File: src/bridge_settings.svh
`ifndef BRIDGE_SETTINGS_SVH
`define BRIDGE_SETTINGS_SVH

`define BRIDGE_ADDR_W        32
`define BRIDGE_DATA_W        64   // also the flit width
`define BRIDGE_FIFO_DEPTH    16
`define BRIDGE_MSG_LOAD_REQ  8'd14
`define BRIDGE_MSG_STORE_REQ 8'd15
`define BRIDGE_MSG_LOAD_ACK  8'd24
`define BRIDGE_MSG_STORE_ACK 8'd25
`define BRIDGE_HDR_FLITS     3

// flit field positions
`define BRIDGE_F_DST_X 63:56 // header 0
`define BRIDGE_F_DST_Y 55:48
`define BRIDGE_F_LEN   47:40
`define BRIDGE_F_TYPE  39:32
`define BRIDGE_F_ADDR  63:32 // header 1
`define BRIDGE_F_SIZE  2:0
`define BRIDGE_F_SRC_X 63:56 // header 2
`define BRIDGE_F_SRC_Y 55:48

`endif
File: src/bridge_pkg.sv
`include "bridge_settings.svh"

package bridge_pkg;

    typedef logic [`BRIDGE_ADDR_W-1:0]   axil_addr_t;
    typedef logic [`BRIDGE_DATA_W-1:0]   noc_flit_t;
    typedef logic [`BRIDGE_DATA_W/8-1:0] axil_strb_t;
    typedef logic [7:0]                  msg_type_t;

    // 1 = 1 byte, 2 = 2 bytes, 3 = 4 bytes, 4 = 8 bytes
    typedef logic [2:0]                  data_size_t;

    // mesh tile position
    typedef struct packed {
        logic [7:0] x;
        logic [7:0] y;
    } noc_coord_t;

    // one queued AXI request, 105 bits
    typedef struct packed {
        logic       is_store;
        axil_addr_t addr;
        noc_flit_t  wdata;
        axil_strb_t strb;     // zero for loads
    } req_entry_t;

    typedef enum logic [1:0] {
        idle,
        header,
        data
    } flit_state_e;

endpackage

File: src/axil_noc_bridge.sv
`timescale 1ns/1ps
`include "bridge_settings.svh"

module axil_noc_bridge (
    input  logic                   clk,
    input  logic                   rst,
    input  bridge_pkg::axil_addr_t awaddr,
    input  logic                   awvalid,
    output logic                   awready,
    input  bridge_pkg::noc_flit_t  wdata,
    input  bridge_pkg::axil_strb_t wstrb,
    input  logic                   wvalid,
    output logic                   wready,
    input  bridge_pkg::axil_addr_t araddr,
    input  logic                   arvalid,
    output logic                   arready,
    output bridge_pkg::noc_flit_t  rdata,
    output logic [1:0]             rresp,
    output logic                   rvalid,
    input  logic                   rready,
    output logic [1:0]             bresp,
    output logic                   bvalid,
    input  logic                   bready,
    output logic                   noc2_valid,
    output bridge_pkg::noc_flit_t  noc2_data,
    input  logic                   noc2_ready,
    input  logic                   noc3_valid,
    input  bridge_pkg::noc_flit_t  noc3_data,
    output logic                   noc3_ready,
    input  bridge_pkg::noc_coord_t src_coord,
    input  bridge_pkg::noc_coord_t dest_coord
);

    logic                   fifo_push;
    logic                   fifo_pop;
    logic                   fifo_full;
    logic                   fifo_empty;
    bridge_pkg::req_entry_t push_entry;
    bridge_pkg::req_entry_t head_entry;

    // request path, AXI to noc2
    axil_req_capture i_axil_req_capture (
        .clk     (clk),
        .rst     (rst),
        .awaddr  (awaddr),
        .awvalid (awvalid),
        .awready (awready),
        .wdata   (wdata),
        .wstrb   (wstrb),
        .wvalid  (wvalid),
        .wready  (wready),
        .araddr  (araddr),
        .arvalid (arvalid),
        .arready (arready),
        .full    (fifo_full),
        .push    (fifo_push),
        .entry   (push_entry)
    );

    req_fifo #(.DEPTH(`BRIDGE_FIFO_DEPTH)) i_req_fifo (
        .clk      (clk),
        .rst      (rst),
        .push     (fifo_push),
        .entry_in (push_entry),
        .pop      (fifo_pop),
        .head     (head_entry),
        .full     (fifo_full),
        .empty    (fifo_empty)
    );

    noc_flit_builder i_noc_flit_builder (
        .clk        (clk),
        .rst        (rst),
        .head       (head_entry),
        .empty      (fifo_empty),
        .pop        (fifo_pop),
        .src_coord  (src_coord),
        .dest_coord (dest_coord),
        .noc2_valid (noc2_valid),
        .noc2_data  (noc2_data),
        .noc2_ready (noc2_ready)
    );

    // response path, noc3 to B and R
    noc_resp_decoder i_noc_resp_decoder (
        .clk        (clk),
        .rst        (rst),
        .noc3_valid (noc3_valid),
        .noc3_data  (noc3_data),
        .noc3_ready (noc3_ready),
        .rdata      (rdata),
        .rresp      (rresp),
        .rvalid     (rvalid),
        .rready     (rready),
        .bresp      (bresp),
        .bvalid     (bvalid),
        .bready     (bready)
    );

endmodule

File: src/noc_resp_decoder.sv
`timescale 1ns/1ps
`include "bridge_settings.svh"

module noc_resp_decoder (
    input  logic                  clk,
    input  logic                  rst,
    input  logic                  noc3_valid,
    input  bridge_pkg::noc_flit_t noc3_data,
    output logic                  noc3_ready,
    output bridge_pkg::noc_flit_t rdata,
    output logic [1:0]            rresp,
    output logic                  rvalid,
    input  logic                  rready,
    output logic [1:0]            bresp,
    output logic                  bvalid,
    input  logic                  bready
);

    typedef enum logic [1:0] {
        resp_hdr,
        resp_data,
        resp_b,
        resp_r
    } resp_state_e;

    resp_state_e           state;
    logic                  noc3_fire;
    bridge_pkg::msg_type_t ack_type;
    logic [7:0]            ack_len;

    assign noc3_ready = (state == resp_hdr) || (state == resp_data);
    assign noc3_fire  = noc3_valid && noc3_ready;
    assign ack_type   = noc3_data[`BRIDGE_F_TYPE];
    assign ack_len    = noc3_data[`BRIDGE_F_LEN];

    always_ff @(posedge clk) begin
        if (rst) begin
            state <= resp_hdr;
        end else begin
            case (state)
                resp_hdr: begin
                    if (noc3_fire && ack_type == `BRIDGE_MSG_LOAD_ACK) state <= resp_data;
                    else if (noc3_fire && ack_type == `BRIDGE_MSG_STORE_ACK) state <= resp_b;
                end
                resp_data: if (noc3_fire) state <= resp_r;
                resp_b:    if (bready) state <= resp_hdr;
                default:   if (rready) state <= resp_hdr;
            endcase
        end
    end

    always_ff @(posedge clk) begin
        if (state == resp_data && noc3_fire) rdata <= noc3_data; // load payload
    end

    assign bvalid = (state == resp_b);
    assign rvalid = (state == resp_r);
    assign bresp  = 2'b00;  // OKAY
    assign rresp  = 2'b00;

    // header must be a known ack with the length that goes with it
    a_known_ack: assert property (@(posedge clk) disable iff (rst)
        noc3_fire && state == resp_hdr |->
            (ack_type == `BRIDGE_MSG_STORE_ACK && ack_len == 8'd0) ||
            (ack_type == `BRIDGE_MSG_LOAD_ACK && ack_len == 8'd1));

endmodule

File: src/noc_flit_builder.sv
`timescale 1ns/1ps
`include "bridge_settings.svh"

module noc_flit_builder (
    input  logic                   clk,
    input  logic                   rst,
    input  bridge_pkg::req_entry_t head,
    input  logic                   empty,
    output logic                   pop,
    input  bridge_pkg::noc_coord_t src_coord,
    input  bridge_pkg::noc_coord_t dest_coord,
    output logic                   noc2_valid,
    output bridge_pkg::noc_flit_t  noc2_data,
    input  logic                   noc2_ready
);

    localparam logic [1:0] HDR_LAST = 2'(`BRIDGE_HDR_FLITS - 1);

    bridge_pkg::flit_state_e state;
    logic [1:0]              flit_cnt;   // header flit index
    logic                    flit_fire;
    logic                    last_hdr;
    bridge_pkg::axil_strb_t  store_strb;
    bridge_pkg::data_size_t  st_size;
    logic [2:0]              st_offset;
    bridge_pkg::msg_type_t   msg_type;
    logic [7:0]              msg_len;

    // only a queued store carries a strobe
    assign store_strb = (!empty && head.is_store) ? head.strb : '0;

    strb_to_mask i_strb_to_mask (
        .strb   (store_strb),
        .size   (st_size),
        .offset (st_offset)
    );

    assign noc2_valid = (state != bridge_pkg::idle);
    assign flit_fire  = noc2_valid && noc2_ready;
    assign last_hdr   = (state == bridge_pkg::header) && (flit_cnt == HDR_LAST);
    assign pop = flit_fire && ((state == bridge_pkg::data) || (last_hdr && !head.is_store));

    assign msg_type = head.is_store ? `BRIDGE_MSG_STORE_REQ : `BRIDGE_MSG_LOAD_REQ;
    assign msg_len  = head.is_store ? 8'd3 : 8'd2;

    always_ff @(posedge clk) begin
        if (rst) begin
            state    <= bridge_pkg::idle;
            flit_cnt <= '0;
        end else begin
            case (state)
                bridge_pkg::idle: begin
                    flit_cnt <= '0;
                    if (!empty) state <= bridge_pkg::header;
                end
                bridge_pkg::header: begin
                    if (flit_fire && last_hdr) begin
                        flit_cnt <= '0;
                        if (head.is_store) state <= bridge_pkg::data;
                        else state <= bridge_pkg::idle;
                    end else if (flit_fire) begin
                        flit_cnt <= flit_cnt + 2'd1;
                    end
                end
                default: begin
                    if (flit_fire) state <= bridge_pkg::idle; // data flit taken
                end
            endcase
        end
    end

    always_comb begin
        noc2_data = '0;
        if (state == bridge_pkg::header) begin
            case (flit_cnt)
                2'd0: begin
                    noc2_data[`BRIDGE_F_DST_X] = dest_coord.x;
                    noc2_data[`BRIDGE_F_DST_Y] = dest_coord.y;
                    noc2_data[`BRIDGE_F_LEN]   = msg_len;
                    noc2_data[`BRIDGE_F_TYPE]  = msg_type;
                end
                2'd1: begin
                    if (head.is_store) begin
                        noc2_data[`BRIDGE_F_ADDR] = {head.addr[31:3], st_offset};
                        noc2_data[`BRIDGE_F_SIZE] = st_size;
                    end else begin
                        noc2_data[`BRIDGE_F_ADDR] = head.addr;
                        noc2_data[`BRIDGE_F_SIZE] = 3'd4; // loads are full words
                    end
                end
                default: begin
                    noc2_data[`BRIDGE_F_SRC_X] = src_coord.x;
                    noc2_data[`BRIDGE_F_SRC_Y] = src_coord.y;
                end
            endcase
        end else if (state == bridge_pkg::data) begin
            noc2_data = head.wdata;
        end
    end

    // network rule, flit held until taken
    a_flit_stable: assert property (@(posedge clk) disable iff (rst)
        noc2_valid && !noc2_ready |=> noc2_valid && $stable(noc2_data));

endmodule

File: src/strb_to_mask.sv
`timescale 1ns/1ps

module strb_to_mask (
    input  bridge_pkg::axil_strb_t strb,
    output bridge_pkg::data_size_t size,
    output logic [2:0]             offset
);

    logic [3:0] n_bytes;

    always_comb begin
        n_bytes = '0;
        offset  = '0;
        for (int i = 7; i >= 0; i--) begin
            n_bytes = n_bytes + 4'(strb[i]);
            if (strb[i]) offset = 3'(i);   // lowest set byte wins
        end
        case (n_bytes)
            4'd1:    size = 3'd1;
            4'd2:    size = 3'd2;
            4'd4:    size = 3'd3;
            default: size = 3'd4; // full word, also for an empty strobe
        endcase
    end

    // contiguous and naturally aligned, or zero for a load
    always_comb begin
        a_legal_strb: assert (strb inside {8'h00, 8'h01, 8'h02, 8'h04, 8'h08, 8'h10,
            8'h20, 8'h40, 8'h80, 8'h03, 8'h0c, 8'h30, 8'hc0, 8'h0f, 8'hf0, 8'hff});
    end

endmodule

File: src/axil_req_capture.sv
`timescale 1ns/1ps

module axil_req_capture (
    input  logic                   clk,
    input  logic                   rst,
    input  bridge_pkg::axil_addr_t awaddr,
    input  logic                   awvalid,
    output logic                   awready,
    input  bridge_pkg::noc_flit_t  wdata,
    input  bridge_pkg::axil_strb_t wstrb,
    input  logic                   wvalid,
    output logic                   wready,
    input  bridge_pkg::axil_addr_t araddr,
    input  logic                   arvalid,
    output logic                   arready,
    input  logic                   full,
    output logic                   push,
    output bridge_pkg::req_entry_t entry
);

    logic wr_take;
    logic rd_take;

    // write needs address and data together
    assign wr_take = awvalid && wvalid && !full;
    // a pending write address blocks reads
    assign rd_take = arvalid && !awvalid && !full;

    assign awready = wr_take;
    assign wready  = wr_take;
    assign arready = rd_take;
    assign push    = wr_take || rd_take;

    always_comb begin
        entry.is_store = wr_take;
        entry.addr     = wr_take ? awaddr : araddr;
        entry.wdata    = wdata;
        entry.strb     = wr_take ? wstrb : '0; // loads carry no strobe
    end

endmodule

File: src/req_fifo.sv
`timescale 1ns/1ps
`include "bridge_settings.svh"

module req_fifo #(
    parameter int DEPTH = `BRIDGE_FIFO_DEPTH
) (
    input  logic                   clk,
    input  logic                   rst,
    input  logic                   push,
    input  bridge_pkg::req_entry_t entry_in,
    input  logic                   pop,
    output bridge_pkg::req_entry_t head,
    output logic                   full,
    output logic                   empty
);

    localparam int PTR_W = $clog2(DEPTH);

    bridge_pkg::req_entry_t mem [DEPTH];
    logic [PTR_W-1:0] wr_ptr;
    logic [PTR_W-1:0] rd_ptr;
    logic [PTR_W:0]   count;   // one extra bit to hold DEPTH

    always_ff @(posedge clk) begin
        if (push) mem[wr_ptr] <= entry_in;
    end

    always_ff @(posedge clk) begin
        if (rst) begin
            wr_ptr <= '0;
            rd_ptr <= '0;
            count  <= '0;
        end else begin
            if (push) wr_ptr <= wr_ptr + 1'b1; // wraps at power of two
            if (pop) rd_ptr <= rd_ptr + 1'b1;
            case ({push, pop})
                2'b10:   count <= count + 1'b1;
                2'b01:   count <= count - 1'b1;
                default: count <= count;
            endcase
        end
    end

    assign head  = mem[rd_ptr];
    assign full  = (count == (PTR_W+1)'(DEPTH));
    assign empty = (count == '0);

    // builder must only retire an entry that is really queued
    a_no_pop_empty: assert property (@(posedge clk) disable iff (rst) pop |-> !empty);

endmodule

File: config.mk
export PLATFORM = sky130hd
export DESIGN_NAME = axil_noc_bridge
export DESIGN_NICKNAME = d
export VERILOG_FILES = /design/src/bridge_pkg.sv /design/src/axil_noc_bridge.sv /design/src/noc_resp_decoder.sv /design/src/noc_flit_builder.sv /design/src/strb_to_mask.sv /design/src/axil_req_capture.sv /design/src/req_fifo.sv
export VERILOG_INCLUDE_DIRS = /design/src /design/src/src
export SDC_FILE = /design/constraint.sdc
export NUM_CORES = 1
export LEC_CHECK = 0
export BUFFER_PORTS_ARGS = -buffer_cell sky130_fd_sc_hd__buf_2
export CORE_UTILIZATION = 55
export CTS_BUF_LIST = sky130_fd_sc_hd__clkbuf_2 sky130_fd_sc_hd__clkbuf_4 sky130_fd_sc_hd__clkbuf_8
export DETAILED_ROUTE_END_ITERATION = 8
export PLACE_DENSITY = 0.71
export SLEW_MARGIN = 20
export SYNTH_ARGS = -nofsm -noshare
export SYNTH_HDL_FRONTEND = slang
export SYNTH_SLANG_ARGS = --single-unit
File: constraint.sdc
create_clock -name clk -period 19.7 [get_ports clk]
set_input_delay 1.97 -clock clk [delete_from_list [all_inputs] [get_ports clk]]
set_output_delay 1.97 -clock clk [all_outputs]
set_load 0.03 [all_outputs]
Yosys cells after proc, flatten, opt, wreduce, memory -nomap -nowiden

Memories as Yosys holds them, arrays and structs flattened. A register that Yosys moved wholly into a read port is not among the register bits.
Cells that the tools add are included.

Flip-flop bits (word level): 83
Bits in writable memories: 1680
Input port bits: 241
Output and inout port bits: 139
Logic and storage cells: 116
Memories: 1

Memory list:

| name           | words | width | read ports | clocked after Yosys merged registers in | write ports | line           | text |
|---|---|---|---|---|---|---|---|
| i_req_fifo.mem | 16    | 105   | 1          | 1                                       | 1           | req_fifo.sv:19 | `bridge_pkg::req_entry_t mem [DEPTH];` |

Add/sub/neg operators: 12
Eq/ne operators: 21
Mux-type cells: 42
Reductions and logical operators: 33

Operator list:

| operator                                      | count |
|---|---|
| two-way mux 32 bit                            | 2 |
| two-way mux 64 bit                            | 1 |
| case mux 16 bit (2 select lines)              | 2 |
| two-way mux 3 bit                             | 12 |
| two-way mux 29 bit                            | 1 |
| two-way mux 2 bit                             | 11 |
| adder 4 x 1 -> 4 bit                          | 4 |
| == test 8 x 5 -> 1 bit, second input constant | 2 |
| two-way mux 8 bit                             | 2 |
| logical AND 1 bit                             | 14 |
| == test 2 bit, second input constant          | 5 |
| case mux 5 bit (2 select lines)               | 1 |
| case mux 3 bit (3 select lines)               | 1 |
| adder 4 x 1 -> 4 bit, second input constant   | 2 |
| == test 2 x 1 -> 1 bit, second input constant | 4 |
| two-way mux 4 bit                             | 2 |
| case mux 2 bit (2 select lines)               | 2 |
| logical NOT 2 bit                             | 3 |
| != test 2 x 1 -> 1 bit, second input constant | 3 |
| case mux 2 bit (3 select lines)               | 1 |
| nonzero test 2 bit                            | 3 |
| adder 5 x 1 -> 5 bit, second input constant   | 1 |
| == test 5 bit, second input constant          | 1 |
| logical NOT 5 bit                             | 1 |
| other kinds (19)                              | 27 |

Depth between registers and ports, before layout

Depth in word-level cells: 16
Mapped depth: 18
Depth with buffers taken out: 15

Hierarchy

Synthesis repeated with hierarchy kept, for this count alone.

Cell total of the unflattened synthesis: 3111
Area, all modules: 68433.1 µm²

By module, submodules not included:

| module           | instances | cells each | area an instance (µm²) | seq. area each (µm²) |
|---|---|---|---|---|
| req_fifo         | 1         | 2675       | 63664.8                | 50788.7 |
| noc_resp_decoder | 1         | 86         | 2113.3                 | 1961.9 |
| noc_flit_builder | 1         | 187        | 1223.7                 | 80.1 |
| axil_req_capture | 1         | 115        | 1094.8                 | 0.0 |
| strb_to_mask     | 1         | 48         | 336.6                  | 0.0 |

Least setup slack after synthesis

No wires, ideal clock.

Path type: input-to-reg
From: in awvalid
To: mem i_req_fifo.mem[3][0] in the netlist's numbering (enable)
Library setup time: 863 ps
Arrival: 13990 ps
Data required time: 18837 ps
Path slack: 4847 ps
Stages on the path: 6
Buffers on the path: 1
Path through: nand2b_1 > a21oi_1 > or2_2 > clkbuf_1 > clkinv_1 > nor4b_1

Word-level cells in the longest chain between the ends: 6
Elaborated cells between the ends (all ways): 8
Classes of those cells: 2 x mux; 6 x reduce/logical

RTL lines:

| item                                    | line                   | text |
|---|---|---|
| start: declaration                      | axil_noc_bridge.sv:8   | `input logic awvalid,` |
| logical NOT 1 bit                       | axil_req_capture.sv:27 | `assign rd_take = arvalid && !awvalid && !full;` |
| logical AND 1 bit (2 in series)         | axil_req_capture.sv:27 |  |
| named net arready                       | axil_noc_bridge.sv:16  | `output logic arready,` |
| logical OR 1 bit                        | axil_req_capture.sv:32 | `assign push = wr_take \|\| rd_take;` |
| two-way mux 1 bit                       | req_fifo.sv:25         | `if (push) mem[wr_ptr] <= entry_in;` |
| two-way mux 1 bit (implied by the code) | req_fifo.sv:25         |  |
| end: declaration                        | req_fifo.sv:19         |  |

The timed path passes the listed nets, and every way through them passes these cells.

==> metrics.md <==
| Metric | Value |
|---|---|
| DRT antenna net count | `0` |
| Sinks on Clock Net | `1767` |
| Hold Path End | `i_noc_resp_decoder.state[0]` |
| Commonest non-fill, non-tap cell in the layout | `edfxtp_1` |
| Post-CTS Setup Inserts | `0` |
| Total power | `7.424 mW` |
| Critical path arrival | `7.25 ns` |
| Main synth FF type | `edfxtp_1` |
| Placeable core region | `122200 µm²` |
| Crit share post-route | `46.79%` |
| Die Y | `353.5 µm` |
| Setup TNS | `0 ns` |
| Iteration-0 DRC Markers | `3567` |
| Sequential share of the synthesized area | `77.73%` |
| FF-to-FF path depth | `15` |
| I/O pins | `380` |
| Yosys reg bits | `1767` |
| Final Critical Period | `9.217 ns` |
| Hold path start | `i_noc_resp_decoder.state[1]` |
| Max-slew violations | `0` |
| Number of synthesized flops with an enable pin | `1744` |
| Netlist cell types | `62` |
| GRT Overall Usage | `25.56%` |
| Power per standard cell area | `96.44 nW/µm²` |
| Worst-Margin Slew | `1.087 ns` |
| Fin Hold WS | `0.4947 ns` |
| Design Area, Final | `76990 µm²` |
| Cells after synthesis | `2828` |
| Clock Skew | `0.06874 ns` |
| Wirelength per Cell | `30.13 µm` |
| Drt pass-1 iters | `5` |
| Share of flip-flops with an asynchronous set or reset | `0%` |
| Synthesized area per cell | `24.03 µm²` |
| VDD IR-drop max | `0.00007710 V` |
| Gp weighted congestion | `0.9039` |
| Detailed-route via count | `32640` |
| Post-Syn Area | `67970 µm²` |
| Share of cells above drive strength 1 | `39.60%` |
| CP Capture Type | `primary output` |
| Setup slack, reg-to-reg | `14.97 ns` |
| Clock Path Buffers | `4` |
| Fin cells | `5218` |
| Pre-CTS setup slack | `11.16 ns` |
| DP Area | `71660 µm²` |
| Synthesis-to-layout area growth | `13.28%` |
| Max Cap Viol | `0` |
| Worst hold path type | `register to register` |
| Detailed placer's ending HPWL | `82.93 mm` |
| PortBufs | `375` |
| Most frequent cells in the layout | `edfxtp_1 (1744), mux4_2 (516), buf_2 (375), clkbuf_8 (296), clkbuf_4 (79)` |
| Initial antenna violation count | `23` |
| Status | `complete, no violations` |
| Setup violators final | `0` |
| Synth Warn # | `0` |
| Starting Density | `55.62%` |
| RSZ-0062 raised after global routing | `no` |
| Slew headroom | `27.55%` |
| CTS-repair resized insts | `0` |
| FF-to-FF End | `i_req_fifo.count[4]` |
| Reg clk slew, reported paths | `0.06 ns` |
| Lkg Pwr | `24.26 nW` |
| CTS Root Cell | `clkbuf_8` |
| Remaining routing DRC violations | `0` |
| Clk_lat worst skew | `0.99 ns` |
| Startpoint types | `register` |
| Inserted Clock Buffers | `291` |
| Crit Path Class | `register to primary output` |
| Placed cells | `4725` |
| Final Routed Wirelength | `157.2 mm` |
| Number of global-route vias before repair | `33940` |
| First-pass GRT wire length | `228.2 mm` |
| H-tree lvl count | `5` |
| Gr ovfl total | `0` |
| Largest net degree at the start of global routing | `153` |
| Worst setup margin | `10.48 ns` |
| Die area | `125000 µm²` |
| DR vias/cell | `6.256` |
| # nets final | `3656` |
| DIE WIDTH | `353.5 µm` |
| Hold Path Cell Cnt | `1` |
| FMAX | `0.1085 GHz` |
| Final hold viol count | `0` |
| CTS tree | `done` |
| CP max FO | `93` |
| Req. time, crit path | `17.73 ns` |
| Hold-fix buffers, CTS | `0` |
| Row Count | `128` |
| Fin util | `63.00%` |
[per-layer routing]
metal | wire length, µm | up-vias | GRT usage [%]
li1 | - | 13300 | -
met5 | 126 | - | 0
met2 | 77810 | 1711 | 41.08
met3 | 14700 | 293 | 5.954
met4 | 3155 | 20 | 6.961
met1 | 61400 | 17320 | 35.69
[registers in the layout (all words and copies together) (netlist names), named ones only]
register                     flops
i_req_fifo.mem                1680
i_req_fifo.rd_ptr                4
i_noc_flit_builder.flit_cnt      2
i_noc_resp_decoder.state         2
i_noc_flit_builder.state         2
i_req_fifo.count                 5
i_req_fifo.wr_ptr                4
i_noc_resp_decoder.rdata        64
[worst max path at each step]
stage / depth (start not counted) / endpoint / slack [ns] / from
global route: 14 / noc2_data[0] / 10.11 / register
floorplan: 6 / i_req_fifo.mem[3][0] / 4.85 / awvalid
finish: 15 / noc2_data[2] / 10.48 / register
detailed placement: 16 / noc2_data[2] / 11.16 / register
CTS: 16 / noc2_data[2] / 10.10 / register
global placement: 16 / noc2_data[2] / 11.19 / register
[report_power, final]
group | switching, mW | leakage (nW) | internal (mW)
registers | 0.0118 | 16.0 | 4.19
logic | 0.183 | 5.52 | 0.0901
clock network | 1.35 | 2.79 | 1.60
total | 1.54 | 24.3 | 5.88
[cell families after synthesis]
family / share of synthesized area, %
mux: 17.75
compound gates: 1.379
xor+xnor: 0.1289
other cells: 0.005518
simple gates: 1.289
flops: 77.73
fa+ha+maj: 0.4234
buf+inv: 1.292
[synthesized netlist by cell type (all sizes together), types with 2 or more instances]
library cell,instances,area [µm²]
o22a,2,26.28
mux4,516,11620
buf,85,551.8
ha,15,187.7
o22ai,2,12.51
nor4,5,31.28
a32o,10,100.1
nand2b,3,18.77
clkbuf,68,255.2
o21ai,29,148.9
a21oi,42,210.2
xnor2,4,35.03
a22o,19,166.4
nor4b,2,17.52
nand3,4,20.02
a2bb2oi,2,23.77
nand4,2,12.51
nor3,4,20.02
or3,3,18.77
dfxtp,23,460.4
xor2,6,52.55
a211oi,3,22.52
edfxtp,1744,52370
mux2,32,360.4
and2,48,300.3
clkinv,2,7.510
fa,5,100.1
a22oi,6,45.04
nor2b,9,56.30
o31ai,5,37.54
nor2,36,135.1
or4,2,15.01
a31oi,3,33.78
and3,5,31.28
a221oi,3,38.79
or2,2,12.51
inv,17,63.81
nand3b,2,15.01
nand2,41,153.9
mux2i,7,82.58
[worst max-delay path, cell delays in order, from the launching register on]
cell and delay (ns):
dfxtp_4 0.79, buf_12 0.66, mux4_2 0.37, nor2_1 0.07, or3_1 0.51, o22ai_1 0.39, fa_1 0.52, fa_1 0.52
fa_1 0.49, ha_1 0.25, fa_1 0.56, xor2_1 0.19, a22oi_1 0.20, nor2_1 0.06, o21ai_0 0.29, buf_2 0.26
[layout make-up]
class                      instances  area, µm²
clock inverter                   106      581.8
clock buffer                     375       4667
timing repair buffer             424       2401
inverter                          19      71.32
sequential                      1767      52850
tap                             1625       2033
fill                            7929      45210
antenna                           10      25.02
multi-input combinational        892      14360
(Power assumes the default switching activity.)
